[config.mk]
export PLATFORM = sky130hd
export DESIGN_NAME = remote_update_top
export DESIGN_NICKNAME = d
export VERILOG_FILES = /design/src/source/ru_pkg.sv /design/src/source/ru_reg_if.sv /design/src/source/flash_read_seq.sv /design/src/source/spi_byte_shifter.sv /design/src/source/readback_crc32.sv /design/src/source/remote_update_top.sv
export SDC_FILE = /design/constraint.sdc
export NUM_CORES = 1
export LEC_CHECK = 0
export BUFFER_PORTS_ARGS = -buffer_cell sky130_fd_sc_hd__buf_2
export CELL_PAD_IN_SITES_DETAIL_PLACEMENT = 1
export CELL_PAD_IN_SITES_GLOBAL_PLACEMENT = 2
export CORE_MARGIN = 8
export CORE_UTILIZATION = 42
export CTS_CLUSTER_SIZE = 16
export DETAILED_ROUTE_END_ITERATION = 7
export GPL_ROUTABILITY_DRIVEN = 0
export HOLD_SLACK_MARGIN = 0.08
export PLACE_DENSITY_LB_ADDON = 0.1
export SKIP_LAST_GASP = 1
export SLEW_MARGIN = 5
export SYNTH_ARGS = -nofsm -noshare
export SYNTH_HDL_FRONTEND = slang
export SYNTH_HIERARCHICAL = 1
export SYNTH_SLANG_ARGS = --single-unit
export TNS_END_PERCENT = 10
[constraint.sdc]
create_clock -name clk -period 4.9 [get_ports clk]
set_input_delay 0 -clock clk [delete_from_list [all_inputs] [get_ports clk]]
set_output_delay 0 -clock clk [all_outputs]
set_load 0.02 [all_outputs]
[src/source/ru_pkg.sv]
package ru_pkg;

    // ------------------------------
    // widths
    // ------------------------------
    typedef logic [11:0] sector_t;       // 4 KB sector number
    typedef logic [15:0] byte_cnt_t;     // zero reads one byte
    typedef logic [23:0] flash_addr_t;   // 3-byte flash address
    typedef logic [31:0] crc_t;

    // ------------------------------
    // register map
    // ------------------------------
    localparam logic [1:0] REG_START_SECTOR = 2'd0;
    localparam logic [1:0] REG_BYTE_CNT     = 2'd1;
    localparam logic [1:0] REG_EXPECT_CRC   = 2'd2;
    localparam logic [1:0] REG_CTRL         = 2'd3;

    localparam int CTRL_GO     = 0;      // start a readback
    localparam int CTRL_UP2CPU = 1;      // forward bytes to host

    // ------------------------------
    // flash and crc constants
    // ------------------------------
    localparam logic [7:0] FLASH_CMD_READ = 8'h03;   // plain read, no dummy cycles
    localparam int         SECTOR_SHIFT   = 12;

    localparam crc_t CRC_POLY_REFL = 32'hedb8_8320;
    localparam crc_t CRC_INIT      = 32'hffff_ffff;  // also the final xor

    // ------------------------------
    // stage payloads
    // ------------------------------
    typedef struct packed {
        logic        valid;
        logic [1:0]  addr;
        logic [31:0] data;
    } host_wr_t;

    typedef struct packed {
        logic        valid;
        flash_addr_t addr;       // byte address, already sector aligned
        byte_cnt_t   byte_cnt;
        logic        up2cpu;
    } read_req_t;

    typedef struct packed {
        logic       valid;
        logic [7:0] data;
        logic       last;        // final byte of the read
    } rd_byte_t;

    typedef struct packed {
        logic valid;
        crc_t value;
        logic ok;                // value matched expect_crc
    } crc_result_t;

    typedef enum logic [2:0] {
        IDLE,
        CMD,
        ADDR,
        DATA,
        FINISH
    } seq_state_t;

endpackage

[src/source/ru_reg_if.sv]
module ru_reg_if (
    input  logic              clk,
    input  logic              rst,
    input  ru_pkg::host_wr_t  host_wr,
    input  logic              busy,
    output ru_pkg::read_req_t read_req,
    output ru_pkg::crc_t      expect_crc
);
    import ru_pkg::*;

    sector_t   start_sector;
    byte_cnt_t byte_cnt;
    logic      up2cpu;
    logic      go_q;         // request pulse, one cycle after the GO write
    logic      ctrl_wr;
    logic      go_hit;

    assign ctrl_wr = host_wr.valid && (host_wr.addr == REG_CTRL);
    assign go_hit  = ctrl_wr && host_wr.data[CTRL_GO] && !busy;   // GO while busy is dropped

    // ------------------------------
    // host registers
    // ------------------------------
    always_ff @(posedge clk) begin
        if (rst) begin
            start_sector <= '0;
            byte_cnt     <= '0;
            expect_crc   <= '0;
            up2cpu       <= 1'b0;
            go_q         <= 1'b0;
        end else begin
            go_q <= go_hit;
            if (host_wr.valid) begin
                case (host_wr.addr)
                    REG_START_SECTOR: begin
                        start_sector <= host_wr.data[$bits(sector_t)-1:0];
                    end
                    REG_BYTE_CNT: begin
                        byte_cnt <= host_wr.data[$bits(byte_cnt_t)-1:0];
                    end
                    REG_EXPECT_CRC: begin
                        expect_crc <= host_wr.data;
                    end
                    REG_CTRL: begin
                        up2cpu <= host_wr.data[CTRL_UP2CPU];   // held across reads
                    end
                    default: begin
                    end
                endcase
            end
        end
    end

    // ------------------------------
    // request to the sequencer
    // ------------------------------
    // built from the held registers, which already carry the GO word's up2cpu bit
    always_comb begin
        read_req.valid    = go_q;
        read_req.addr     = flash_addr_t'(start_sector) << SECTOR_SHIFT;   // sector * 4096
        read_req.byte_cnt = byte_cnt;
        read_req.up2cpu   = up2cpu;
    end

endmodule

[src/source/flash_read_seq.sv]
module flash_read_seq (
    input  logic              clk,
    input  logic              rst,
    input  ru_pkg::read_req_t read_req,
    output logic [7:0]        tx_byte,
    output logic              tx_start,
    input  logic [7:0]        rx_byte,
    input  logic              byte_done,
    output logic              cs,
    output ru_pkg::rd_byte_t  rd_byte,
    output ru_pkg::rd_byte_t  host_byte,
    input  logic              crc_done,
    output logic              busy
);
    import ru_pkg::*;

    seq_state_t  state;
    flash_addr_t addr_q;
    byte_cnt_t   remain;       // data bytes still to receive
    logic        up2cpu_q;
    logic [1:0]  addr_idx;     // address bytes already on the wire
    logic        last_data;

    assign last_data = (remain == byte_cnt_t'(1));
    assign busy      = (state != IDLE) || read_req.valid;

    // ------------------------------
    // next byte to the shifter
    // ------------------------------
    // issued in the byte_done cycle so bytes follow back to back
    always_comb begin
        tx_start = 1'b0;
        tx_byte  = 8'h00;                       // dummy byte during DATA
        case (state)
            IDLE: begin
                tx_start = read_req.valid;
                tx_byte  = FLASH_CMD_READ;
            end
            CMD: begin
                tx_start = byte_done;
                tx_byte  = addr_q[23:16];       // address msb first
            end
            ADDR: begin
                tx_start = byte_done;
                case (addr_idx)
                    2'd0:    tx_byte = addr_q[15:8];
                    2'd1:    tx_byte = addr_q[7:0];
                    default: tx_byte = 8'h00;   // first dummy
                endcase
            end
            DATA: begin
                tx_start = byte_done && !last_data;
            end
            default: begin
            end
        endcase
    end

    // ------------------------------
    // transaction FSM
    // ------------------------------
    always_ff @(posedge clk) begin
        if (rst) begin
            state    <= IDLE;
            cs       <= 1'b1;
            addr_idx <= 2'd0;
            rd_byte  <= '0;
        end else begin
            rd_byte.valid <= 1'b0;
            case (state)
                IDLE: begin
                    if (read_req.valid) begin
                        cs    <= 1'b0;              // opcode starts on the same edge
                        state <= CMD;
                    end
                end
                CMD: begin
                    if (byte_done) begin
                        addr_idx <= 2'd0;
                        state    <= ADDR;
                    end
                end
                ADDR: begin
                    if (byte_done) begin
                        addr_idx <= addr_idx + 2'd1;
                        if (addr_idx == 2'd2) begin
                            state <= DATA;
                        end
                    end
                end
                DATA: begin
                    if (byte_done) begin
                        rd_byte.valid <= 1'b1;
                        rd_byte.data  <= rx_byte;
                        rd_byte.last  <= last_data;
                        if (last_data) begin
                            cs    <= 1'b1;          // sclk drops on this edge too
                            state <= FINISH;
                        end
                    end
                end
                FINISH: begin
                    if (crc_done) begin
                        state <= IDLE;              // busy ends with the crc result
                    end
                end
                default: state <= IDLE;
            endcase
        end
    end

    // request payload
    always_ff @(posedge clk) begin
        if ((state == IDLE) && read_req.valid) begin
            addr_q   <= read_req.addr;
            remain   <= (read_req.byte_cnt == '0) ? byte_cnt_t'(1) : read_req.byte_cnt;
            up2cpu_q <= read_req.up2cpu;
        end else if ((state == DATA) && byte_done) begin
            remain <= remain - byte_cnt_t'(1);
        end
    end

    always_comb begin
        host_byte       = rd_byte;
        host_byte.valid = rd_byte.valid && up2cpu_q;   // host copy only on request
    end

endmodule

[src/source/spi_byte_shifter.sv]
module spi_byte_shifter (
    input  logic       clk,
    input  logic       rst,
    input  logic [7:0] tx_byte,
    input  logic       tx_start,
    output logic [7:0] rx_byte,
    output logic       byte_done,
    output logic       sclk,
    output logic       mosi,
    input  logic       miso
);
    logic       active;
    logic       phase;       // set in the sclk high half
    logic [2:0] bit_cnt;
    logic [7:0] tx_sr;
    logic [7:0] rx_sr;
    logic       last_half;
    logic       load;

    assign last_half = active && phase && (bit_cnt == 3'd7);
    assign load      = tx_start && (!active || last_half);   // next byte joins without a gap

    assign byte_done = last_half;
    assign rx_byte   = rx_sr;        // all eight bits sampled by now
    assign mosi      = tx_sr[7];     // msb first

    // ------------------------------
    // sclk and bit timing
    // ------------------------------
    always_ff @(posedge clk) begin
        if (rst) begin
            active  <= 1'b0;
            phase   <= 1'b0;
            bit_cnt <= 3'd0;
            sclk    <= 1'b0;
            tx_sr   <= 8'h00;
        end else if (load) begin
            active  <= 1'b1;
            phase   <= 1'b0;
            bit_cnt <= 3'd0;
            sclk    <= 1'b0;
            tx_sr   <= tx_byte;
        end else if (active) begin
            if (!phase) begin
                sclk  <= 1'b1;       // rising edge, flash samples mosi
                phase <= 1'b1;
            end else begin
                sclk    <= 1'b0;     // falling edge, next bit goes out
                phase   <= 1'b0;
                bit_cnt <= bit_cnt + 3'd1;
                tx_sr   <= {tx_sr[6:0], 1'b0};
                if (bit_cnt == 3'd7) begin
                    active <= 1'b0;
                end
            end
        end
    end

    // miso was driven at the previous falling edge, so it is stable here
    always_ff @(posedge clk) begin
        if (active && !phase) begin
            rx_sr <= {rx_sr[6:0], miso};
        end
    end

endmodule

[src/source/readback_crc32.sv]
module readback_crc32 (
    input  logic                clk,
    input  logic                rst,
    input  ru_pkg::rd_byte_t    rd_byte,
    input  ru_pkg::crc_t        expect_crc,
    output ru_pkg::crc_result_t crc_result
);
    import ru_pkg::*;

    crc_t crc_q;         // running remainder
    crc_t crc_next;
    crc_t crc_final;

    // one byte through the reflected crc32, lsb first
    function automatic crc_t crc32_byte(input crc_t crc, input logic [7:0] data);
        crc_t c;
        c = crc ^ {24'h000000, data};
        for (int i = 0; i < 8; i++) begin
            if (c[0]) begin
                c = (c >> 1) ^ CRC_POLY_REFL;
            end else begin
                c = c >> 1;
            end
        end
        return c;
    endfunction

    assign crc_next  = crc32_byte(crc_q, rd_byte.data);
    assign crc_final = crc_next ^ CRC_INIT;

    // ------------------------------
    // accumulate and report
    // ------------------------------
    always_ff @(posedge clk) begin
        if (rst) begin
            crc_q      <= CRC_INIT;
            crc_result <= '0;
        end else begin
            crc_result.valid <= 1'b0;
            if (rd_byte.valid) begin
                if (rd_byte.last) begin
                    crc_result.valid <= 1'b1;
                    crc_result.value <= crc_final;
                    crc_result.ok    <= (crc_final == expect_crc);
                    crc_q            <= CRC_INIT;    // ready for the next read
                end else begin
                    crc_q <= crc_next;
                end
            end
        end
    end

endmodule

[src/source/remote_update_top.sv]
module remote_update_top (
    input  logic                clk,
    input  logic                rst,
    input  ru_pkg::host_wr_t    host_wr,
    output ru_pkg::rd_byte_t    host_byte,
    output ru_pkg::crc_result_t crc_result,
    output logic                busy,
    output logic                spi_cs,
    output logic                spi_sclk,
    output logic                spi_mosi,
    input  logic                spi_miso
);
    import ru_pkg::*;

    read_req_t  read_req;
    crc_t       expect_crc;
    logic [7:0] tx_byte;
    logic       tx_start;
    logic [7:0] rx_byte;
    logic       byte_done;
    rd_byte_t   rd_byte;

    // ------------------------------
    // register front end
    // ------------------------------
    ru_reg_if u_reg_if (
        .clk        (clk        ),
        .rst        (rst        ),
        .host_wr    (host_wr    ),
        .busy       (busy       ),
        .read_req   (read_req   ),
        .expect_crc (expect_crc )
    );

    // ------------------------------
    // sequencer and spi engine
    // ------------------------------
    flash_read_seq u_read_seq (
        .clk        (clk              ),
        .rst        (rst              ),
        .read_req   (read_req         ),
        .tx_byte    (tx_byte          ),
        .tx_start   (tx_start         ),
        .rx_byte    (rx_byte          ),
        .byte_done  (byte_done        ),
        .cs         (spi_cs           ),
        .rd_byte    (rd_byte          ),
        .host_byte  (host_byte        ),
        .crc_done   (crc_result.valid ),   // busy ends with the crc result
        .busy       (busy             )
    );

    spi_byte_shifter u_shifter (
        .clk        (clk        ),
        .rst        (rst        ),
        .tx_byte    (tx_byte    ),
        .tx_start   (tx_start   ),
        .rx_byte    (rx_byte    ),
        .byte_done  (byte_done  ),
        .sclk       (spi_sclk   ),
        .mosi       (spi_mosi   ),
        .miso       (spi_miso   )
    );

    // readback check
    readback_crc32 u_crc32 (
        .clk        (clk        ),
        .rst        (rst        ),
        .rd_byte    (rd_byte    ),
        .expect_crc (expect_crc ),
        .crc_result (crc_result )
    );

endmodule

==> results of run 1 <==
## worst max path at each step
stage | startpoint | endpoint | cells after the start
after floorplan | u_read_seq/host_byte[8] | u_crc32/crc_result[0] | 8
after global placement | u_read_seq/remain[1] | u_shifter/tx_sr[7] | 8
after detailed placement | u_read_seq/remain[1] | u_shifter/tx_sr[4] | 8
after CTS | u_read_seq/remain[1] | u_shifter/tx_sr[4] | 8
after global routing | u_read_seq/remain[7] | u_shifter/tx_sr[2] | 7
final | u_read_seq/remain[1] | u_shifter/tx_sr[6] | 8
## area by class of cell
class	count	area [sq um]	area share, %
Inverter	8	30.0	0.258
Tap cell	319	399	3.43
Multi-Input combinational cell	671	4950	42.5
Clock inverter	10	82.6	0.709
Clock buffer	36	727	6.24
Sequential cell	206	4620	39.6
Timing Repair Buffer	127	838	7.20
## Yosys cell counts (3+ instances only)
library cell,instances,share of area (%)
xor2_1,38,3.3
a22o_1,30,2.6
a2111oi_2,7,1.1
xor2_2,3,0.49
nor2b_1,5,0.31
nand3_1,9,0.45
o21ai_0,49,2.5
dfxtp_1,157,32
a21oi_1,19,0.96
and3_1,3,0.19
nor4_1,9,0.57
nor2_1,39,1.5
xnor2_2,3,0.49
a22oi_1,9,0.68
or2b_1,5,0.38
a31oi_1,3,0.19
nor3_1,7,0.35
nand4_1,10,0.63
edfxtp_1,49,15
buf_2,3,0.15
inv_1,7,0.26
xnor3_1,8,1.8
nand2b_1,100,6.3
a21oi_2,4,0.35
nand3b_1,4,0.30
nand2_1,111,4.2
xor3_1,6,1.4
or3_1,3,0.19
clkbuf_1,37,1.4
buf_4,27,2.0
xnor2_1,52,4.6
mux2i_1,79,7.9
xnor2_4,7,1.9
or4_1,3,0.23
ha_1,7,0.88
## stage by stage
step                setup WS, ns  std cells  total power (uW)
floorplan                   2.32        957              1940
global placement            1.90       1293              1980
detailed placement          1.82       1293              1980
CTS                         1.82       1377              3830
global route                1.57       1377              3910
finish                      1.84       1377              3770
## per-layer routing
layer  routed length [um]  share of wire, %  vias up  track usage, %
li1                     -                 -     3406               -
met1                13400                52     3343            26.9
met2                10400                40      138            25.6
met3                 1220               4.7       44            3.08
met4                  719               2.8        0            5.64
met5                    0                 0        -               0
## worst max-delay path, stage by stage (launching register included)
cell and delay, ns:
edfxtp_1 0.42, inv_1 0.10, ha_1 0.13, or4b_1 0.45, nor4_1 0.70, a31oi_1 0.36, nand2_2 0.29, mux2i_1 0.13
a2111oi_2 0.35
## kinds of logic after synthesis
family          after synthesis  share of synthesized area (%)
compound gates              131                           9.12
flops                       206                           46.4
other cells                   1                         0.0377
mux                          80                           8.06
xor+xnor                    118                           14.4
buf+inv                      80                           4.39
simple gates                323                           16.8
fa+ha+maj                     7                          0.880
## sequential cells by signal, summed over array words and instances, names as in the netlist, 2 cells and up
signal and count:
u_crc32/crc_result 34, u_read_seq/remain 16, u_shifter/bit_cnt 3, u_read_seq/state 3
u_read_seq/host_byte 9, u_shifter/tx_sr 8, u_shifter/rx_byte 8, u_crc32/crc_q 32
u_read_seq/addr_idx 2, u_reg_if/byte_cnt 16, u_reg_if/expect_crc 32, u_read_seq/addr_q 24
u_reg_if/start_sector 12
## power by group through the flow
stage | Combinational [uW] | Sequential [uW] | Clock, uW
floorplan | 120 | 1810 | 0
global placement | 155 | 1820 | 0
detailed placement | 156 | 1830 | 0
CTS | 179 | 1790 | 1860
global route | 195 | 1790 | 1920
finish | 178 | 1790 | 1810
## timing repair
item,CTS,global route
hold endpoints to repair,89,0
setup endpoints to repair,0,0
hold buffers,38,0
==> results.rst, run 1 <==
.. list-table::
   :header-rows: 1

   * - Metric
     - Value
   * - Result of the run
     - finished, final reports clean
   * - Leftover overflow at the end of global routing
     - 0
   * - Fraction of the core area covered by cells at the end of the flow
     - 49.8%
   * - CTS Buf Count
     - 25
   * - Clock Sink Count
     - 206
   * - Net switching power
     - 841 uW
   * - Clock latency on the worst-skew pair
     - 0.53 ns
   * - Syn Area/Cell
     - 10.5 sq um
   * - Summed instance area of the synthesized netlist
     - 9950 sq um
   * - Static Leak
     - 0.00458 uW
   * - Placed wire-length estimate
     - 18100 um
   * - Peak supply drop
     - 254 uV
   * - Reg-to-Reg End
     - u_shifter/tx_sr[6]
   * - Post-CTS setup buffer count
     - 0
   * - Routed len/inst
     - 18.7 um
   * - Wire length of the first global-routing pass
     - 40900 um
   * - R2r startpoint
     - u_read_seq/remain[1]
   * - Critical hold path startpoint
     - spi_miso
   * - Setup TNS after final layout
     - 0 ns
   * - Worst setup skew after layout
     - 0.0172 ns
   * - Part of the cycle the worst path needs
     - 62.5%
   * - Internal Dissipation
     - 2930 uW
   * - Clock-pin slew on the worst setup and hold paths
     - 0.06 ns
   * - Commonest cells after routing, fill and taps aside
     - dfxtp_1 (156), nand2_1 (111), nand2b_1 (100)
   * - Drt total wl
     - 25800 um
   * - DRT iter0 DRCs
     - 333
   * - # resized after CTS
     - 0
   * - Total power per unit cell area
     - 324 nW/um^2
   * - Final hold violation count
     - 0
   * - Share of synthesized area occupied by flip-flops and latches
     - 46.4%
   * - Path class of the lowest-slack min-delay path
     - input pin to flip-flop
   * - Number of synthesis warnings
     - 6
   * - Arrival time at the worst endpoint
     - 3.48 ns
   * - Worst hold-check slack
     - 0.196 ns
   * - Main synth FF type
     - dfxtp_1
   * - Fraction of layout instances using a drive strength above 1
     - 15.7%
   * - # fillers
     - 2631
   * - Total of endpoints with negative setup slack in the final report
     - 0
   * - Critical Path Sink Type
     - flip-flop
   * - Height of the chip
     - 170 um
   * - Most common cell after layout, fill and taps aside
     - dfxtp_1
   * - Number of antenna diodes
     - 0
   * - Vias per inst
     - 5.03
   * - Depth of the worst register-to-register path
     - 8
   * - Ports placed on the boundary
     - 86
   * - Aggregate global-route resource usage
     - 17.9%
   * - Total cell area at the placement stage
     - 10500 sq um
   * - Pin count of the biggest net entering global routing
     - 114
   * - Number of distinct library cells after synthesis
     - 63
   * - Bufs on Longest Clock Path
     - 3
   * - Instance count along the most critical hold path
     - 2
   * - Period minus WS final
     - 3.06 ns
   * - H-tree levels
     - 1
   * - Worst-Margin Slew
     - 1.06 ns
   * - Count of flip-flops with a built-in enable after synthesis
     - 49
   * - Worst Setup Path Type
     - flip-flop to flip-flop
   * - Layout overhead on the synthesized area
     - 17.0%
   * - Number of input and output port buffers inserted
     - 85
   * - Clock tree from TritonCTS
     - done
   * - Die outline area
     - 28900 sq um
   * - Fraction of power consumed by combinational cells
     - 4.7%
   * - Drc violations
     - 0
   * - Total number of vias
     - 6931
   * - Post-layout instance area
     - 11600 sq um
   * - RSZ-0062 raised after global routing
     - false
   * - Achievable clock frequency
     - 327 MHz
   * - Share of power burned in the clock network
     - 47.9%
   * - Number of antenna violations at the first check in global routing
     - 0
   * - Total number of placement rows
     - 56
   * - Number of global-route vias before repair
     - 7142
   * - Gate count of the mapped netlist
     - 946
   * - Total iterations of the first detailed-routing run
     - 4
   * - Switching Fraction
     - 22.3%
   * - End of the worst hold path
     - u_shifter/rx_byte[0]
   * - Placeable Area
     - 23400 sq um
   * - Max Cap Violations
     - 0
   * - Final count of pins violating max slew
     - 0
   * - Max_slew headroom
     - 28.9%
   * - Fraction of synthesis flops using an asynchronous set or reset pin
     - 0%
   * - Clk root buf
     - clkbuf_16
   * - Remaining number of nets flagged by the antenna check after routing
     - 0
   * - Element type at the critical path start
     - flip-flop
   * - Required @ worst endpoint
     - 5.32 ns
   * - Post-layout net count
     - 1084
   * - Synth Register Bits
     - 206
   * - DIE WIDTH
     - 170 um
   * - Initial standard-cell utilization of the core
     - 42.5%
   * - Critical-path maximum fanout
     - 7
   * - Share of power burned in registers
     - 47.4%
   * - Register-to-register path setup slack
     - 1.84 ns
(Power assumes the default switching activity.)
==> inputs of run 2 (changes only) <==
CORE_UTILIZATION = 39   (was 42)
clock period = 2.97 ns   (was 4.9 ns; I/O delays follow)
==> run 2 against run 1 <==
- largest power group unchanged
- largest cell class unchanged
- cell area grew 1.6%
- final cell count grew 2.4%
- sequential power grew 64%
- maximum frequency grew 15%
- critical endpoint is now u_shifter/tx_sr[4]
==> results.rst, run 2 (synthesis results as in run 1) <==
.. list-table::
   :header-rows: 1

   * - Metric
     - Value
   * - Result of the run
     - finished, final reports clean
   * - Critical Path Sink Type
     - flip-flop
   * - Final count of pins violating max slew
     - 0
   * - Height of the chip
     - 176 um
   * - End of the worst hold path
     - u_shifter/rx_byte[0]
   * - Commonest cells after routing, fill and taps aside
     - dfxtp_1 (156), nand2_1 (111), nand2b_1 (100)
   * - Total number of vias
     - 6971
   * - R2r startpoint
     - u_read_seq/remain[1]
   * - Fraction of layout instances using a drive strength above 1
     - 17.3%
   * - # fillers
     - 2801
   * - Worst Setup Path Type
     - flip-flop to flip-flop
   * - Initial standard-cell utilization of the core
     - 39.6%
   * - Clk root buf
     - clkbuf_16
   * - H-tree levels
     - 1
   * - Routed len/inst
     - 19.0 um
   * - Remaining number of nets flagged by the antenna check after routing
     - 0
   * - Final hold violation count
     - 0
   * - Max Cap Violations
     - 0
   * - Placeable Area
     - 25100 sq um
   * - Biggest regs
     - u_crc32/crc_result: 34 flops, u_crc32/crc_q: 32 flops, u_reg_if/expect_crc: 32 flops
   * - Most common cell after layout, fill and taps aside
     - dfxtp_1
   * - Number of input and output port buffers inserted
     - 85
   * - Clock latency on the worst-skew pair
     - 0.52 ns
   * - Path class of the lowest-slack min-delay path
     - input pin to flip-flop
   * - Crit path depth
     - 9
   * - Aggregate global-route resource usage
     - 17.1%
   * - Placed wire-length estimate
     - 18700 um
   * - Total power
     - 6230 uW
   * - Drc violations
     - 0
   * - Cell-by-cell listing of the critical path
     - inv_1 -> ha_1 -> or4b_1 -> nor4_1 -> buf_4 -> a31oi_2 -> nand2_2 -> mux2i_1 -> a2111oi_2
   * - Part of the cycle the worst path needs
     - 89.3%
   * - Total number of placement rows
     - 58
   * - Max_slew headroom
     - 26.4%
   * - DIE WIDTH
     - 176 um
   * - Largest stage delay on the critical path
     - 0.45 ns
   * - Layout overhead on the synthesized area
     - 18.9%
   * - Register-to-register path setup slack
     - 0.32 ns
   * - Required @ worst endpoint
     - 3.37 ns
   * - Critical hold path startpoint
     - spi_miso
   * - Arrival time at the worst endpoint
     - 3.05 ns
   * - Ports placed on the boundary
     - 86
   * - Worst-Margin Slew
     - 1.10 ns
   * - Post-CTS setup buffer count
     - 0
   * - Slowest stage cell, crit path
     - or4b_1
   * - Wire length of the first global-routing pass
     - 41900 um
   * - Clock tree from TritonCTS
     - done
   * - Number of antenna violations at the first check in global routing
     - 0
   * - Drt total wl
     - 26700 um
   * - Achievable clock frequency
     - 377 MHz
   * - Vias per inst
     - 4.94
   * - Pin count of the biggest net entering global routing
     - 76
   * - DRT iter0 DRCs
     - 369
   * - CTS Buf Count
     - 25
   * - Bufs on Longest Clock Path
     - 3
   * - Setup TNS after final layout
     - 0 ns
   * - RSZ-0062 raised after global routing
     - false
   * - Worst setup skew after layout
     - 0.0115 ns
   * - Number of global-route vias before repair
     - 7099
   * - Element type at the critical path start
     - flip-flop
   * - Category of cells accounting for the largest share of critical-path delay
     - simple AND/OR/NAND/NOR gates
   * - Largest register by flop count
     - u_crc32/crc_result
   * - Die outline area
     - 30900 sq um
   * - Instance count along the most critical hold path
     - 2
   * - Period minus WS final
     - 2.65 ns
   * - Peak supply drop
     - 374 uV
   * - Number of antenna diodes
     - 0
   * - Count of buffering cells on the critical path with inverters included
     - 2
   * - Clock-pin slew on the worst setup and hold paths
     - 0.06 ns
   * - Total power per unit cell area
     - 526 nW/um^2
   * - Static Leak
     - 0.00468 uW
   * - Reg-to-Reg End
     - u_shifter/tx_sr[4]
   * - Depth of the worst register-to-register path
     - 9
   * - Leftover overflow at the end of global routing
     - 0
   * - Post-layout net count
     - 1107
   * - Total of endpoints with negative setup slack in the final report
     - 0
   * - Total iterations of the first detailed-routing run
     - 4
   * - Clock Sink Count
     - 206
   * - Flip-flop count of the largest register after layout
     - 34
   * - Critical-path maximum fanout
     - 7
[run 2: through the flow]
stage / hold WS [ns] / instances / instance area [sq um] / utilization, % / worst slack, ns
floorplan: 0.0989 / 957 / 9990 / - / 0.389
global placement: 0.183 / 1328 / 10700 / 42.5 / 0.267
detailed placement: 0.191 / 1328 / 10700 / 42.5 / 0.109
CTS: 0.194 / 1410 / 11800 / 47.1 / 0.0977
global route: 0.207 / 1410 / 11800 / 47.1 / 0.0670
finish: 0.212 / 1410 / 11800 / 47.1 / 0.319
[run 2: where the power goes]
part	switching [uW]	internal, uW	leakage, uW
clock network	1210	1770	0.000388
registers	33.2	2910	0.00173
logic	161	145	0.00256
total	1410	4820	0.00468
[run 2: layout make-up]
type,instances,area [sq um],share of cell area (%)
multi-input cells,671,4960,41.9
inverters,8,30.0,0.254
clock buffers,31,668,5.65
well taps,330,413,3.49
clock inverters,14,126,1.07
flip-flops and latches,206,4620,39.0
repair buffers,150,1020,8.63
[run 2: worst max path at each step]
stage | end | slack, ns | from
finish | u_shifter/tx_sr[4] | 0.32 | u_read_seq/remain[1]
global route | u_shifter/tx_sr[3] | 0.07 | u_shifter/bit_cnt[0]
CTS | u_shifter/tx_sr[4] | 0.1 | u_shifter/bit_cnt[0]
detailed placement | u_shifter/tx_sr[3] | 0.11 | u_shifter/bit_cnt[0]
global placement | u_shifter/tx_sr[2] | 0.27 | u_shifter/bit_cnt[0]
floorplan | u_crc32/crc_result[0] | 0.39 | u_read_seq/host_byte[8]
[run 2: layer usage]
layer / vias up / share of wire, % / global-route usage, %
met5: - / 0 / 0
met3: 19 / 4.7 / 3.50
li1: 3447 / - / -
met1: 3389 / 52 / 25.4
met4: 0 / 0.76 / 3.25
met2: 116 / 43 / 25.3
[run 2: timing repair]
item	in CTS	in global routing
setup endpoints to repair	0	7
resized for setup	0	1
hold buffers	37	0
endpoints found under the hold margin	74	0
